<file path="src/cpuPkg.sv">
package cpuPkg;

    localparam int DATA_W  = 32;
    localparam int PADDR_W = 12;               // APB word address width

    // Instruction word layout
    //   opcode 31:27, ra 26:23, rb 22:19, rc 18:15, C 18:0
    typedef enum logic [4:0] {
        opLd   = 5'd0,
        opLdi  = 5'd1,
        opSt   = 5'd2,
        opAdd  = 5'd3,
        opSub  = 5'd4,
        opAnd  = 5'd5,
        opOr   = 5'd6,
        opShl  = 5'd7,
        opShr  = 5'd8,
        opAddi = 5'd9,
        opIn   = 5'd10,
        opOut  = 5'd11,
        opHalt = 5'd12
    } opcode_t;

    typedef enum logic [2:0] {
        aluAdd, aluSub, aluAnd, aluOr, aluShl, aluShr, aluPassB
    } aluOp_t;

    typedef enum logic [2:0] {
        srcNone, srcReg, srcPc, srcZ, srcMdr, srcInPort, srcConst
    } busSrc_t;

    ////////////////////////////////////////
    // Control word issued once per step
    ////////////////////////////////////////
    typedef struct packed {
        busSrc_t busSrc;
        aluOp_t  aluOp;
        logic    pcIn;
        logic    irIn;
        logic    yIn;
        logic    zIn;
        logic    marIn;
        logic    mdrIn;
        logic    outPortIn;
        logic    incPc;                        // Z takes PC+1 instead of ALU result
        logic    memRead;
        logic    memWrite;
        logic    gra;
        logic    grb;
        logic    grc;
        logic    rin;
        logic    baOut;                        // R0 reads as zero
    } ctrlWord_t;

    typedef struct packed {
        logic               psel;
        logic               penable;
        logic               pwrite;
        logic [PADDR_W-1:0] paddr;
        logic [DATA_W-1:0]  pwdata;
    } apbReq_t;

    typedef struct packed {
        logic              pready;
        logic              pslverr;
        logic [DATA_W-1:0] prdata;
    } apbRsp_t;

endpackage

</file>
<file path="src/controlUnit.sv">
module controlUnit import cpuPkg::*; (
    input  logic      clk,
    input  logic      rstN,
    input  logic      start,
    input  opcode_t   opcode,
    output ctrlWord_t ctrl,
    output logic      halted
);

    typedef enum logic [3:0] {
        sIdle, sT0, sT1, sT2, sT3, sT4, sT5, sT6, sT7
    } state_t;

    state_t state;
    state_t nextState;

    always_ff @(posedge clk) begin
        if (!rstN) begin
            state <= sIdle;
        end else begin
            state <= nextState;
        end
    end

    assign halted = (state == sIdle);

    ////////////////////////////////////////
    // Step decode
    ////////////////////////////////////////
    always_comb begin
        ctrl      = '0;
        nextState = state;
        case (state)
            sIdle: begin
                if (start) begin
                    nextState = sT0;
                end
            end
            sT0: begin                         // PC to MAR, Z gets PC+1
                ctrl.busSrc = srcPc;
                ctrl.marIn  = 1'b1;
                ctrl.incPc  = 1'b1;
                ctrl.zIn    = 1'b1;
                nextState   = sT1;
            end
            sT1: begin                         // Z to PC, fetch word
                ctrl.busSrc  = srcZ;
                ctrl.pcIn    = 1'b1;
                ctrl.memRead = 1'b1;
                ctrl.mdrIn   = 1'b1;
                nextState    = sT2;
            end
            sT2: begin
                ctrl.busSrc = srcMdr;
                ctrl.irIn   = 1'b1;
                nextState   = sT3;
            end
            sT3: begin
                nextState = sT4;
                case (opcode)
                    opLd, opLdi, opSt, opAddi: begin
                        ctrl.busSrc = srcReg;  // Base register into Y
                        ctrl.grb    = 1'b1;
                        ctrl.baOut  = 1'b1;
                        ctrl.yIn    = 1'b1;
                    end
                    opAdd, opSub, opAnd, opOr, opShl, opShr: begin
                        ctrl.busSrc = srcReg;
                        ctrl.grb    = 1'b1;
                        ctrl.yIn    = 1'b1;
                    end
                    opIn: begin
                        ctrl.busSrc = srcInPort;
                        ctrl.gra    = 1'b1;
                        ctrl.rin    = 1'b1;
                        nextState   = sT0;
                    end
                    opOut: begin
                        ctrl.busSrc    = srcReg;
                        ctrl.gra       = 1'b1;
                        ctrl.outPortIn = 1'b1;
                        nextState      = sT0;
                    end
                    opHalt: begin
                        nextState = sIdle;
                    end
                    default: begin
                        nextState = sT0;       // Unknown opcode runs as a no-op
                    end
                endcase
            end
            sT4: begin
                ctrl.zIn  = 1'b1;
                nextState = sT5;
                if (opcode == opLd || opcode == opLdi || opcode == opSt || opcode == opAddi) begin
                    ctrl.busSrc = srcConst;
                    ctrl.aluOp  = aluAdd;
                end else begin
                    ctrl.busSrc = srcReg;
                    ctrl.grc    = 1'b1;
                    case (opcode)
                        opSub:   ctrl.aluOp = aluSub;
                        opAnd:   ctrl.aluOp = aluAnd;
                        opOr:    ctrl.aluOp = aluOr;
                        opShl:   ctrl.aluOp = aluShl;
                        opShr:   ctrl.aluOp = aluShr;
                        default: ctrl.aluOp = aluAdd;
                    endcase
                end
            end
            sT5: begin
                ctrl.busSrc = srcZ;
                if (opcode == opLd || opcode == opSt) begin
                    ctrl.marIn = 1'b1;         // Effective address
                    nextState  = sT6;
                end else begin
                    ctrl.gra  = 1'b1;
                    ctrl.rin  = 1'b1;
                    nextState = sT0;
                end
            end
            sT6: begin
                ctrl.mdrIn = 1'b1;
                if (opcode == opSt) begin
                    ctrl.busSrc   = srcReg;
                    ctrl.gra      = 1'b1;
                    ctrl.memWrite = 1'b1;
                    nextState     = sT0;
                end else begin
                    ctrl.memRead = 1'b1;
                    nextState    = sT7;
                end
            end
            sT7: begin                         // Loaded word into Ra
                ctrl.busSrc = srcMdr;
                ctrl.gra    = 1'b1;
                ctrl.rin    = 1'b1;
                nextState   = sT0;
            end
            default: begin
                nextState = sIdle;
            end
        endcase
    end

endmodule

</file>
<file path="config.mk">
export PLATFORM = sky130hd
export DESIGN_NAME = controlUnit
export DESIGN_NICKNAME = d
export VERILOG_FILES = /design/src/cpuPkg.sv /design/src/controlUnit.sv
export SDC_FILE = /design/constraint.sdc
export NUM_CORES = 1
export LEC_CHECK = 0
export BUFFER_PORTS_ARGS = -buffer_cell sky130_fd_sc_hd__buf_2
export CORE_MARGIN = 4
export CORE_UTILIZATION = 30
export DETAILED_ROUTE_END_ITERATION = 16
export HOLD_SLACK_MARGIN = 0.05
export PLACE_DENSITY = 0.63
export REMOVE_ABC_BUFFERS = 1
export SLEW_MARGIN = 15
export SYNTH_ARGS = -nofsm -noshare
export SYNTH_HDL_FRONTEND = slang
export SYNTH_SLANG_ARGS = --single-unit
</file>
<file path="constraint.sdc">
create_clock -name clk -period 2.74 [get_ports clk]
set_input_delay 0.411 -clock clk [delete_from_list [all_inputs] [get_ports clk]]
set_output_delay 0.411 -clock clk [all_outputs]
set_load 0.02 [all_outputs]
</file>
==> metrics <==
number of buffers created by CTS 3; final weighted congestion in routability-driven placement about 0.85; die outline area 2640 um2; global-route wire length before repair around 2600 um; number of nets at the end of the flow 125; fin crit share a little under nine tenths; largest register by flop count state; Remaining Overflow, GRT 0; biggest regs state (4); worst-margin pin slew around 0.53 ns; detailed-routed wire length on met2 approximately 700 um; number of DRC markers in iteration 0 20; Seq/Total Area, Yosys 14.2%; CP endpoint kind output pin; Filler cells roughly 220; Commonest cells post-synth 15 x sky130_fd_sc_hd__nor2_1, 9 x sky130_fd_sc_hd__nand2_1, 8 x sky130_fd_sc_hd__nand2b_1; via total after detailed routing between 700 and 800; list of cells traversed by the critical path or4b_4 > nor3_2 > o21ai_0 > o211ai_1 > buf_2; fraction of final layout cells with drive strength greater than 1 32.2%; starting density of the core about a third; number of primary I/O pins 30; accumulated negative setup slack 0 ns; arrival time of the worst setup path between 1.5 and 2 ns; number of setup violations in the final report 0; path type of the worst setup path reg2out; biggest area consumer among synthesized cells sky130_fd_sc_hd__dfxtp_1; Post-Synthesis Cell Area 566 um2; Post-CTS Resized 0; wire length the detailed router placed on met1 approximately 750 um; synth top area cells sky130_fd_sc_hd__dfxtp_1 14%, sky130_fd_sc_hd__nor2_1 10%, sky130_fd_sc_hd__nand2b_1 8.8%, sky130_fd_sc_hd__nand2_1 6.0%, sky130_fd_sc_hd__nor4_1 5.5%; Final Max Tran Viols 0; clock tree root driver cell sky130_fd_sc_hd__clkbuf_4; Cell Pwr Density about 350 nW/um2; vertical extent of the die approximately 51 um; post-detailed-route count of antenna-violating nets 0; Post-synth EDFFs 0; number of flip-flops in the largest register 4; clock net sink count 4; die width 51.4 um; headroom to the max-slew limit around 64%; total of hold buffers inserted after clock tree synthesis 0; max-cap violations 0; Static Leakage roughly 0.37 nW; Max FO, Critical Path 12; proportion of register bits with asynchronous set or reset after synthesis 0%; clock latency of the later-clocked register in the worst-skew pair roughly 0.23 ns; vias in the first global route about 590; mean cell area of the mapped netlist about 6.4 um2; H-Tree Level Count 1; achievable frequency approximately 0.43 GHz; slowest cell on the critical path sky130_fd_sc_hd__or4b_4; Power Total around 0.25 mW; port buffer count 29; number of setup buffers added after CTS 0; largest net degree at the start of global routing 15; startpoint type of the worst setup path flop; required time at the endpoint of the critical path roughly 2.3 ns; standard-cell row count 15; critical path's largest stage delay approximately 0.55 ns; most used flip-flop cell after synthesis sky130_fd_sc_hd__dfxtp_1; number of synthesized register bits 4; setup skew after layout roughly 0.0032 ns; hpwl dp 1260 um; synthesized netlist cell count 89; total iterations of the first detailed-routing run 4; number of distinct standard cells referenced by the synthesized netlist 29; Antenna Diode Count 0; antenna violations before repair 0; CTS tree done; area used by multi-input combinational logic between 400 and 500 um2; clock edge transition at the registers on the reported setup and hold paths approximately 0.040 ns; share of Yosys cell area claimed by the top area cell type around 14%; Register Area 80.1 um2; area added between synthesis and finish 29.9%; Residual DRC 0; highest layer used for signal routing met3; routed wl met3 approximately 130 um; unrepaired setup endpoints after global routing false; final period demand of the worst path 2.34 ns; aggregate global-route resource usage 12.3%; core region area about 1800 um2; total number of yosys warnings 0; type of the most critical hold path in2reg; via density per instance between 5 and 6; largest voltage drop on the vdd net about 0.24 mV; routed wire length between 1500 and 2000 um; run status completed; Max clock buf depth 2; final-report hold violation count 0; most repeated cell in the gate-level netlist after synthesis sky130_fd_sc_hd__nor2_1; WL/cell around 11 um
-- logic make-up (layout without fill, tap and decap cells) --
| group | count (synthesis) | after routing | share of synthesized area, % |
|---|---|---|---|
| buf+inv | 12 | 38 | 9.96 |
| compound gates | 16 | 16 | 19.5 |
| mux | 1 | 1 | 1.77 |
| simple gates | 55 | 55 | 53.1 |
| xor+xnor | 1 | 1 | 1.55 |
| flops | 4 | 4 | 14.2 |
-- metal layers --
metal	vias to the layer above	track usage, %
met5	-	0
met4	0	5.24
met3	0	2.04
met2	27	17.6
met1	303	17.7
li1	373	-
-- worst max-delay path: cells and delay by family, from the launching register on --
kind                   cells  cell delay (ns)
AO/OA/AOI/OAI              2             0.24
flip-flops                 1             0.53
buffers and inverters      1             0.19
AND/OR/NAND/NOR            2             0.75
-- area by class of cell --
cell class	instances	share of cell area, %
Multi-Input combinational cell	73	58.4
Inverter	5	2.56
Timing Repair Buffer	30	20.8
Tap cell	25	4.26
Sequential cell	4	10.9
Clock buffer	3	3.07
-- stage by stage --
step	utilization [%]	cells	cell area, um2	hold WS (ns)	setup slack [ns]
after floorplan	-	82	528	0.583	0.453
after global placement	40.4	137	712	0.712	0.631
after detailed placement	40.4	137	712	0.716	0.629
after CTS	41.6	140	734	0.477	0.390
after global routing	41.6	140	734	0.505	0.287
final	41.6	140	734	0.481	0.396
-- worst paths after layout --
| path | start | end | slack, ns | depth (start not counted) |
|---|---|---|---|---|
| worst max-delay path | state[2] | ctrl[18] | 0.40 | 5 |
| worst min-delay path | rstN | state[3] | 0.48 | 3 |
| worst min register to register | state[0] | state[1] | 0.75 | 2 |
| worst max register to register | state[2] | state[2] | 1.17 | 4 |
-- where the power goes --
group	leakage (nW)	total, mW	switching (mW)	internal, mW
logic	0.320	0.113	0.0704	0.0424
clock network	0.0138	0.0722	0.0233	0.0489
registers	0.0327	0.0700	0.00755	0.0624
-- cells in the final DEF (no fill, tap or decap), types with 2 or more instances in the layout --
| cell type | netlist | layout |
|---|---|---|
| sky130_fd_sc_hd__a21oi_1 | 5 | 5 |
| sky130_fd_sc_hd__nor2_1 | 15 | 15 |
| sky130_fd_sc_hd__a21o_1 | 2 | 2 |
| sky130_fd_sc_hd__nor3_2 | 2 | 2 |
| sky130_fd_sc_hd__nand2b_1 | 8 | 8 |
| sky130_fd_sc_hd__inv_1 | 5 | 5 |
| sky130_fd_sc_hd__nor3_1 | 5 | 5 |
| sky130_fd_sc_hd__o21a_1 | 2 | 2 |
| sky130_fd_sc_hd__nand2_1 | 9 | 9 |
| sky130_fd_sc_hd__buf_2 | 0 | 29 |
| sky130_fd_sc_hd__clkbuf_4 | 0 | 3 |
| sky130_fd_sc_hd__dfxtp_1 | 4 | 4 |
| sky130_fd_sc_hd__nand3_1 | 3 | 3 |
| sky130_fd_sc_hd__or2b_1 | 2 | 2 |
| sky130_fd_sc_hd__o211ai_1 | 2 | 2 |
| sky130_fd_sc_hd__o32a_1 | 2 | 2 |
| sky130_fd_sc_hd__nor4_1 | 5 | 5 |
No activity file was read; power rests on OpenSTA's default activity.
