## config.mk

```make
export PLATFORM = sky130hd
export DESIGN_NAME = dataPath
export DESIGN_NICKNAME = d
export VERILOG_FILES = /design/src/cpuPkg.sv /design/src/regFile.sv /design/src/alu.sv /design/src/dataPath.sv
export SDC_FILE = /design/constraint.sdc
export NUM_CORES = 2
export LEC_CHECK = 0
export BUFFER_PORTS_ARGS = -buffer_cell sky130_fd_sc_hd__buf_2
export CORE_UTILIZATION = 54
export DETAILED_ROUTE_END_ITERATION = 10
export GPL_TIMING_DRIVEN = 0
export PLACE_DENSITY = 0.73
export SYNTH_ARGS = -nofsm -noshare
export SYNTH_HDL_FRONTEND = slang
export SYNTH_SLANG_ARGS = --single-unit
```

## constraint.sdc

```tcl
create_clock -name clk -period 7.3 [get_ports clk]
set_clock_uncertainty 0.1 [all_clocks]
set_input_delay 0.365 -clock clk [delete_from_list [all_inputs] [get_ports clk]]
set_output_delay 0.365 -clock clk [all_outputs]
set_load 0.1 [all_outputs]
```

## src/cpuPkg.sv

```systemverilog
package cpuPkg;

    localparam int DATA_W  = 32;
    localparam int PADDR_W = 12;               // APB word address width

    // Instruction word layout
    //   opcode 31:27, ra 26:23, rb 22:19, rc 18:15, C 18:0
    typedef enum logic [4:0] {
        opLd   = 5'd0,
        opLdi  = 5'd1,
        opSt   = 5'd2,
        opAdd  = 5'd3,
        opSub  = 5'd4,
        opAnd  = 5'd5,
        opOr   = 5'd6,
        opShl  = 5'd7,
        opShr  = 5'd8,
        opAddi = 5'd9,
        opIn   = 5'd10,
        opOut  = 5'd11,
        opHalt = 5'd12
    } opcode_t;

    typedef enum logic [2:0] {
        aluAdd, aluSub, aluAnd, aluOr, aluShl, aluShr, aluPassB
    } aluOp_t;

    typedef enum logic [2:0] {
        srcNone, srcReg, srcPc, srcZ, srcMdr, srcInPort, srcConst
    } busSrc_t;

    ////////////////////////////////////////
    // Control word issued once per step
    ////////////////////////////////////////
    typedef struct packed {
        busSrc_t busSrc;
        aluOp_t  aluOp;
        logic    pcIn;
        logic    irIn;
        logic    yIn;
        logic    zIn;
        logic    marIn;
        logic    mdrIn;
        logic    outPortIn;
        logic    incPc;                        // Z takes PC+1 instead of ALU result
        logic    memRead;
        logic    memWrite;
        logic    gra;
        logic    grb;
        logic    grc;
        logic    rin;
        logic    baOut;                        // R0 reads as zero
    } ctrlWord_t;

    typedef struct packed {
        logic               psel;
        logic               penable;
        logic               pwrite;
        logic [PADDR_W-1:0] paddr;
        logic [DATA_W-1:0]  pwdata;
    } apbReq_t;

    typedef struct packed {
        logic              pready;
        logic              pslverr;
        logic [DATA_W-1:0] prdata;
    } apbRsp_t;

endpackage

```

## src/regFile.sv

```systemverilog
module regFile import cpuPkg::*; (
    input  logic              clk,
    input  logic              rstN,
    input  logic [DATA_W-1:0] ir,
    input  ctrlWord_t         ctrl,
    input  logic [DATA_W-1:0] busIn,
    output logic [DATA_W-1:0] regOut
);

    logic [DATA_W-1:0] regs [16];
    logic [3:0]        ra;
    logic [3:0]        rb;
    logic [3:0]        rc;
    logic [3:0]        sel;

    assign ra = ir[26:23];
    assign rb = ir[22:19];
    assign rc = ir[18:15];

    // Select and encode, only one of gra/grb/grc is set per step
    assign sel = ({4{ctrl.gra}} & ra) | ({4{ctrl.grb}} & rb) | ({4{ctrl.grc}} & rc);

    always_comb begin
        if (ctrl.baOut && sel == 4'd0) begin
            regOut = '0;                       // Base address of zero
        end else begin
            regOut = regs[sel];
        end
    end

    always_ff @(posedge clk) begin
        if (!rstN) begin
            for (int i = 0; i < 16; i++) begin
                regs[i] <= '0;
            end
        end else if (ctrl.rin) begin
            regs[sel] <= busIn;
        end
    end

endmodule

```

## src/alu.sv

```systemverilog
module alu import cpuPkg::*; (
    input  logic [DATA_W-1:0] a,
    input  logic [DATA_W-1:0] b,
    input  aluOp_t            op,
    output logic [DATA_W-1:0] result
);

    logic [4:0] shamt;

    // Shift count is b modulo 32
    assign shamt = b[4:0];

    ////////////////////////////////////////
    // Operation select
    ////////////////////////////////////////
    always_comb begin
        case (op)
            aluAdd: begin
                result = a + b;
            end
            aluSub: begin
                result = a - b;
            end
            aluAnd: begin
                result = a & b;
            end
            aluOr: begin
                result = a | b;
            end
            aluShl: begin
                result = a << shamt;
            end
            aluShr: begin
                result = a >> shamt;               // Logical shift
            end
            aluPassB: begin
                result = b;
            end
            default: begin
                result = b;
            end
        endcase
    end

endmodule

```

## src/dataPath.sv

```systemverilog
module dataPath import cpuPkg::*; #(
    parameter  int MEM_DEPTH = 512,
    localparam int ADDR_W    = $clog2(MEM_DEPTH)
) (
    input  logic              clk,
    input  logic              rstN,
    input  logic              start,
    input  ctrlWord_t         ctrl,
    input  logic [DATA_W-1:0] memRdata,
    output logic [ADDR_W-1:0] memAddr,
    output logic [DATA_W-1:0] memWdata,
    output opcode_t           opcode,
    input  logic [DATA_W-1:0] inPort,
    output logic [DATA_W-1:0] outPort
);

    logic [DATA_W-1:0] busData;
    logic [DATA_W-1:0] regOut;
    logic [DATA_W-1:0] aluResult;
    logic [DATA_W-1:0] constC;
    logic [DATA_W-1:0] mdrView;
    logic [DATA_W-1:0] pc;
    logic [DATA_W-1:0] ir;
    logic [DATA_W-1:0] y;
    logic [DATA_W-1:0] z;
    logic [DATA_W-1:0] mdr;
    logic [DATA_W-1:0] inReg;
    logic [ADDR_W-1:0] mar;
    logic              mdrLoadMem;

    regFile uRegFile (
        .clk    (clk),
        .rstN   (rstN),
        .ir     (ir),
        .ctrl   (ctrl),
        .busIn  (busData),
        .regOut (regOut)
    );

    alu uAlu (
        .a      (y),
        .b      (busData),
        .op     (ctrl.aluOp),
        .result (aluResult)
    );

    assign constC = {{(DATA_W-19){ir[18]}}, ir[18:0]};   // Sign-extended C field
    assign opcode = opcode_t'(ir[31:27]);

    // Memory word arrives the step after the read, so MDR forwards it then
    assign mdrView = mdrLoadMem ? memRdata : mdr;

    ////////////////////////////////////////
    // Bus multiplexer
    ////////////////////////////////////////
    always_comb begin
        case (ctrl.busSrc)
            srcReg:    busData = regOut;
            srcPc:     busData = pc;
            srcZ:      busData = z;
            srcMdr:    busData = mdrView;
            srcInPort: busData = inReg;
            srcConst:  busData = constC;
            default:   busData = '0;
        endcase
    end

    // Control registers
    always_ff @(posedge clk) begin
        if (!rstN) begin
            pc         <= '0;
            ir         <= '0;
            outPort    <= '0;
            mdrLoadMem <= 1'b0;
        end else begin
            if (start) begin
                pc <= '0;
            end else if (ctrl.pcIn) begin
                pc <= busData;
            end
            if (ctrl.irIn) begin
                ir <= busData;
            end
            if (ctrl.outPortIn) begin
                outPort <= busData;
            end
            mdrLoadMem <= ctrl.mdrIn && ctrl.memRead;
        end
    end

    // Payload registers
    always_ff @(posedge clk) begin
        inReg <= inPort;
        if (ctrl.yIn) begin
            y <= busData;
        end
        if (ctrl.zIn) begin
            z <= ctrl.incPc ? pc + 1 : aluResult;
        end
        if (ctrl.marIn) begin
            mar <= busData[ADDR_W-1:0];
        end
        if (mdrLoadMem) begin
            mdr <= memRdata;
        end else if (ctrl.mdrIn && !ctrl.memRead) begin
            mdr <= busData;
        end
    end

    assign memAddr  = mar;
    assign memWdata = ctrl.mdrIn ? busData : mdr;   // st writes in the same step as MDR load

endmodule

```

==> results_dict.tcl <==
set metrics [dict create \
    dp_hpwl_mm 134 \
    holdWs_ns 0.0145 \
    power_density_nw_per_um2 270 \
    cp_num_buf_inv 4 \
    htreeDepth 3 \
    cts_tree "built" \
    die_w_um 275 \
    worst_pin_slew_ns 1.53 \
    crit_required_ns 7.56 \
    post-place-ws_ns -3.76 \
    syn-instance-count 3906 \
    p_switching_uw 4460 \
    vias 36543 \
    utilization_pct 63.3 \
    max_cap_violations 1 \
    drt_iter0_drc 7143 \
    fin_cells 5242 \
    grt_max_degree 33 \
    crit_type "reg2reg" \
    wirelength_mm 181 \
    reg2regPathDepth 24 \
    dr.pass1.iters 8 \
    worstHoldPathType "in2reg" \
    cts_buffer_depth 3 \
    vias_per_cell 6.97 \
    antenna_found_initial 8 \
    ys_warn_count 0 \
    yosys_most_used_dff "edfxtp_1" \
    ir_worst_vdd_mv 0.214 \
    place_congestion 1.07 \
    yosys.area.top_type "edfxtp_1" \
    ant_nets 0 \
    start_util_pct 55.0 \
    cp-endpoint "z[28]" \
    die-height_um 275 \
    cp_max_fo 10 \
    finalMaxSlewViolations 7 \
    core_um2 73500 \
    period_needed_ns 7.37 \
    fin_nets 4341 \
    fillers 5882 \
    critPathSlowestCell "clkbuf_1" \
    root_buffer "clkbuf_16" \
    setup_viol 5 \
    outcome "finished with violations" \
    synth_edf_count 617 \
    p_seq_share_pct 39.8 \
    syn_avg_cell_area_um2 10.3 \
    syn-cell-area_um2 40400 \
    r2r-start "ir[23]" \
    violations "max-capacitance violations, max-slew violations, negative setup slack" \
    fmax_mhz 136 \
    synth_area_leaders "edfxtp_1 46%, mux2i_1 9.2%, nor2_1 6.9%" \
    layout-area-overhead-vs-synth_pct 15.0 \
    yosysSeqAreaShare_pct 52.3 \
    place_inst 5033 \
    grt_first_pass_wirelength_mm 248 \
    r2r-end "z[28]" \
    power.leakage_uw 0.0181 \
    r2r_slack_ns -0.07 \
    grtUsageTotal_pct 46.7 \
    synth.most_common_cell "nor2_1" \
    async_flop_share_pct 0 \
    relSlewSlack_pct -2.90 \
    drcViolationCount 0 \
    critPathMaxStageDelay_ns 0.62 \
    cts_sinks 746 \
    grt_pass1_vias 33514 \
    critical_path.top_delay_family "compound AO/OA/AOI/OAI gates" \
    synthTopCellsByCount "741 x nor2_1, 617 x edfxtp_1, 371 x mux2i_1" \
    final-hold-violation-count 0 \
    p_int_uw 8090 \
    dieArea_um2 75900 \
    numCtsBuffers 79 \
    endpoint_kind "flip-flop" \
    synth_fp_nets 4031 \
    synth_seq_cells 746 \
    start_kind "flip-flop" \
    clock_power_share_pct 32.2 \
    ios 166 \
    drive_gt1_share_pct 14.4 \
    portBuffers 154 \
    setup.worst_path.start "ir[23]" \
    path_depth 24 \
    p_sw_share_pct 35.6 \
    arrival_ns 7.63 \
    fin_ws_ns -0.0742 \
    timing.final.crit_share_pct 101 \
    routedWlPerCell_um 34.5 \
    synth_cell_types 98 \
    power_frac_comb_pct 28.0 \
    clk_pin_slew_ns 0.06 \
    clk_latency_ns 0.65 \
    overflow 0 \
    fp-row-count 99 \
    crit_chain "clkbuf_2 > a21o_1 > clkbuf_1 > clkbuf_1 > nand2_1 > nand3_1 > nand3_1 > o2111a_1 > nand4_2 > or2_2 > nand2_1 > xnor2_1 > ha_1 > nand4_1 > buf_4 > nor2_1 > a2bb2oi_2 > nand2_2 > o21ai_4 > a211oi_2 > o31a_1 > or3_1 > a31oi_2 > a21oi_1" \
    netlist.area_leader.share_pct 45.9 \
]
-- sequential cells by signal (all words and copies together), names as in the netlist --
name / count
uRegFile.regs: 512
inReg: 32
ir: 32
mdr: 32
outPort: 32
pc: 32
y: 32
z: 32
memAddr: 9
mdrLoadMem: 1
-- cells in the final DEF (no fill, tap or decap), drive strengths merged, types with 129 or more instances in the layout --
master | netlist | final
buf | 131 | 306
edfxtp | 617 | 617
nand2 | 279 | 279
dfxtp | 129 | 129
a21oi | 179 | 179
mux2i | 371 | 371
nor2 | 742 | 742
a211oi | 164 | 164
o21ai | 141 | 141
clkbuf | 246 | 350
-- worst min-delay path by stage --
stage	start	endpoint	cells past startpoint
final	memRdata[10]	mdr[10]	2
after global placement	inPort[17]	inReg[17]	1
after floorplan	inPort[0]	inReg[0]	0
after global routing	memRdata[7]	mdr[7]	2
after detailed placement	inPort[17]	inReg[17]	1
after CTS	memRdata[10]	mdr[10]	2
-- metrics by stage --
| stage | TNS, ns | power [uW] | instance area, um2 |
|---|---|---|---|
| 3_3_place_gp | -80.80 | 8250 | 42400 |
| 6_report | -0.212 | 12600 | 46500 |
| 2_1_floorplan | 0 | 7010 | 40400 |
| 3_5_place_dp | -76.56 | 8260 | 42700 |
| 4_1_cts | 0 | 12300 | 46100 |
| 5_1_grt | -0.272 | 12700 | 46500 |
-- cell families (layout without fill, tap and decap cells) --
| group | count (synthesis) | after routing | share of synthesized area, % |
|---|---|---|---|
| simple gates | 1308 | 1308 | 14.1 |
| compound gates | 841 | 841 | 14.5 |
| flops | 746 | 746 | 52.3 |
| buf+inv | 445 | 818 | 4.89 |
| mux | 437 | 437 | 11.0 |
| xor+xnor | 75 | 75 | 1.63 |
| fa+ha+maj | 54 | 54 | 1.59 |
| other cells | 0 | 4 | 0 |
-- what timing repair did --
item / 4_1_cts / 5_1_grt
cloned: 0 / 1
resized for setup: 88 / 80
hold buffers: 52 / 0
setup endpoints to repair: 33 / 19
hold endpoints to repair: 57 / 0
setup buffers: 15 / 8
pin swaps: 16 / 12
-- routing by layer --
| layer | part of all wire [%] | global-route usage [%] |
|---|---|---|
| met1 | 39 | 67.9 |
| met2 | 39 | 62.9 |
| met3 | 17 | 15.9 |
| met4 | 4.9 | 19.3 |
| met5 | 0.013 | 0 |
-- power groups by stage --
stage / Clock, uW / Sequential, uW / Combinational [uW]
after floorplan: 0 / 5150 / 1860
final: 4040 / 4990 / 3520
after global routing: 4140 / 5010 / 3560
after CTS: 3990 / 4980 / 3280
after detailed placement: 0 / 5070 / 3190
after global placement: 0 / 5070 / 3180
-- final cells by class --
type                            count  area (um2)  area share [%]
Timing Repair Buffer              244        1770            3.81
Sequential cell                   746       21100            45.4
Tap cell                          959        1200            2.58
Buffer                            362        1930            4.16
Clock inverter                     41         419           0.902
Inverter                           68         260           0.560
Multi-Input combinational cell   2715       17600            37.9
Antenna cell                        4        10.0          0.0215
Clock buffer                      103        2150            4.63
(Power assumes the default switching activity.)
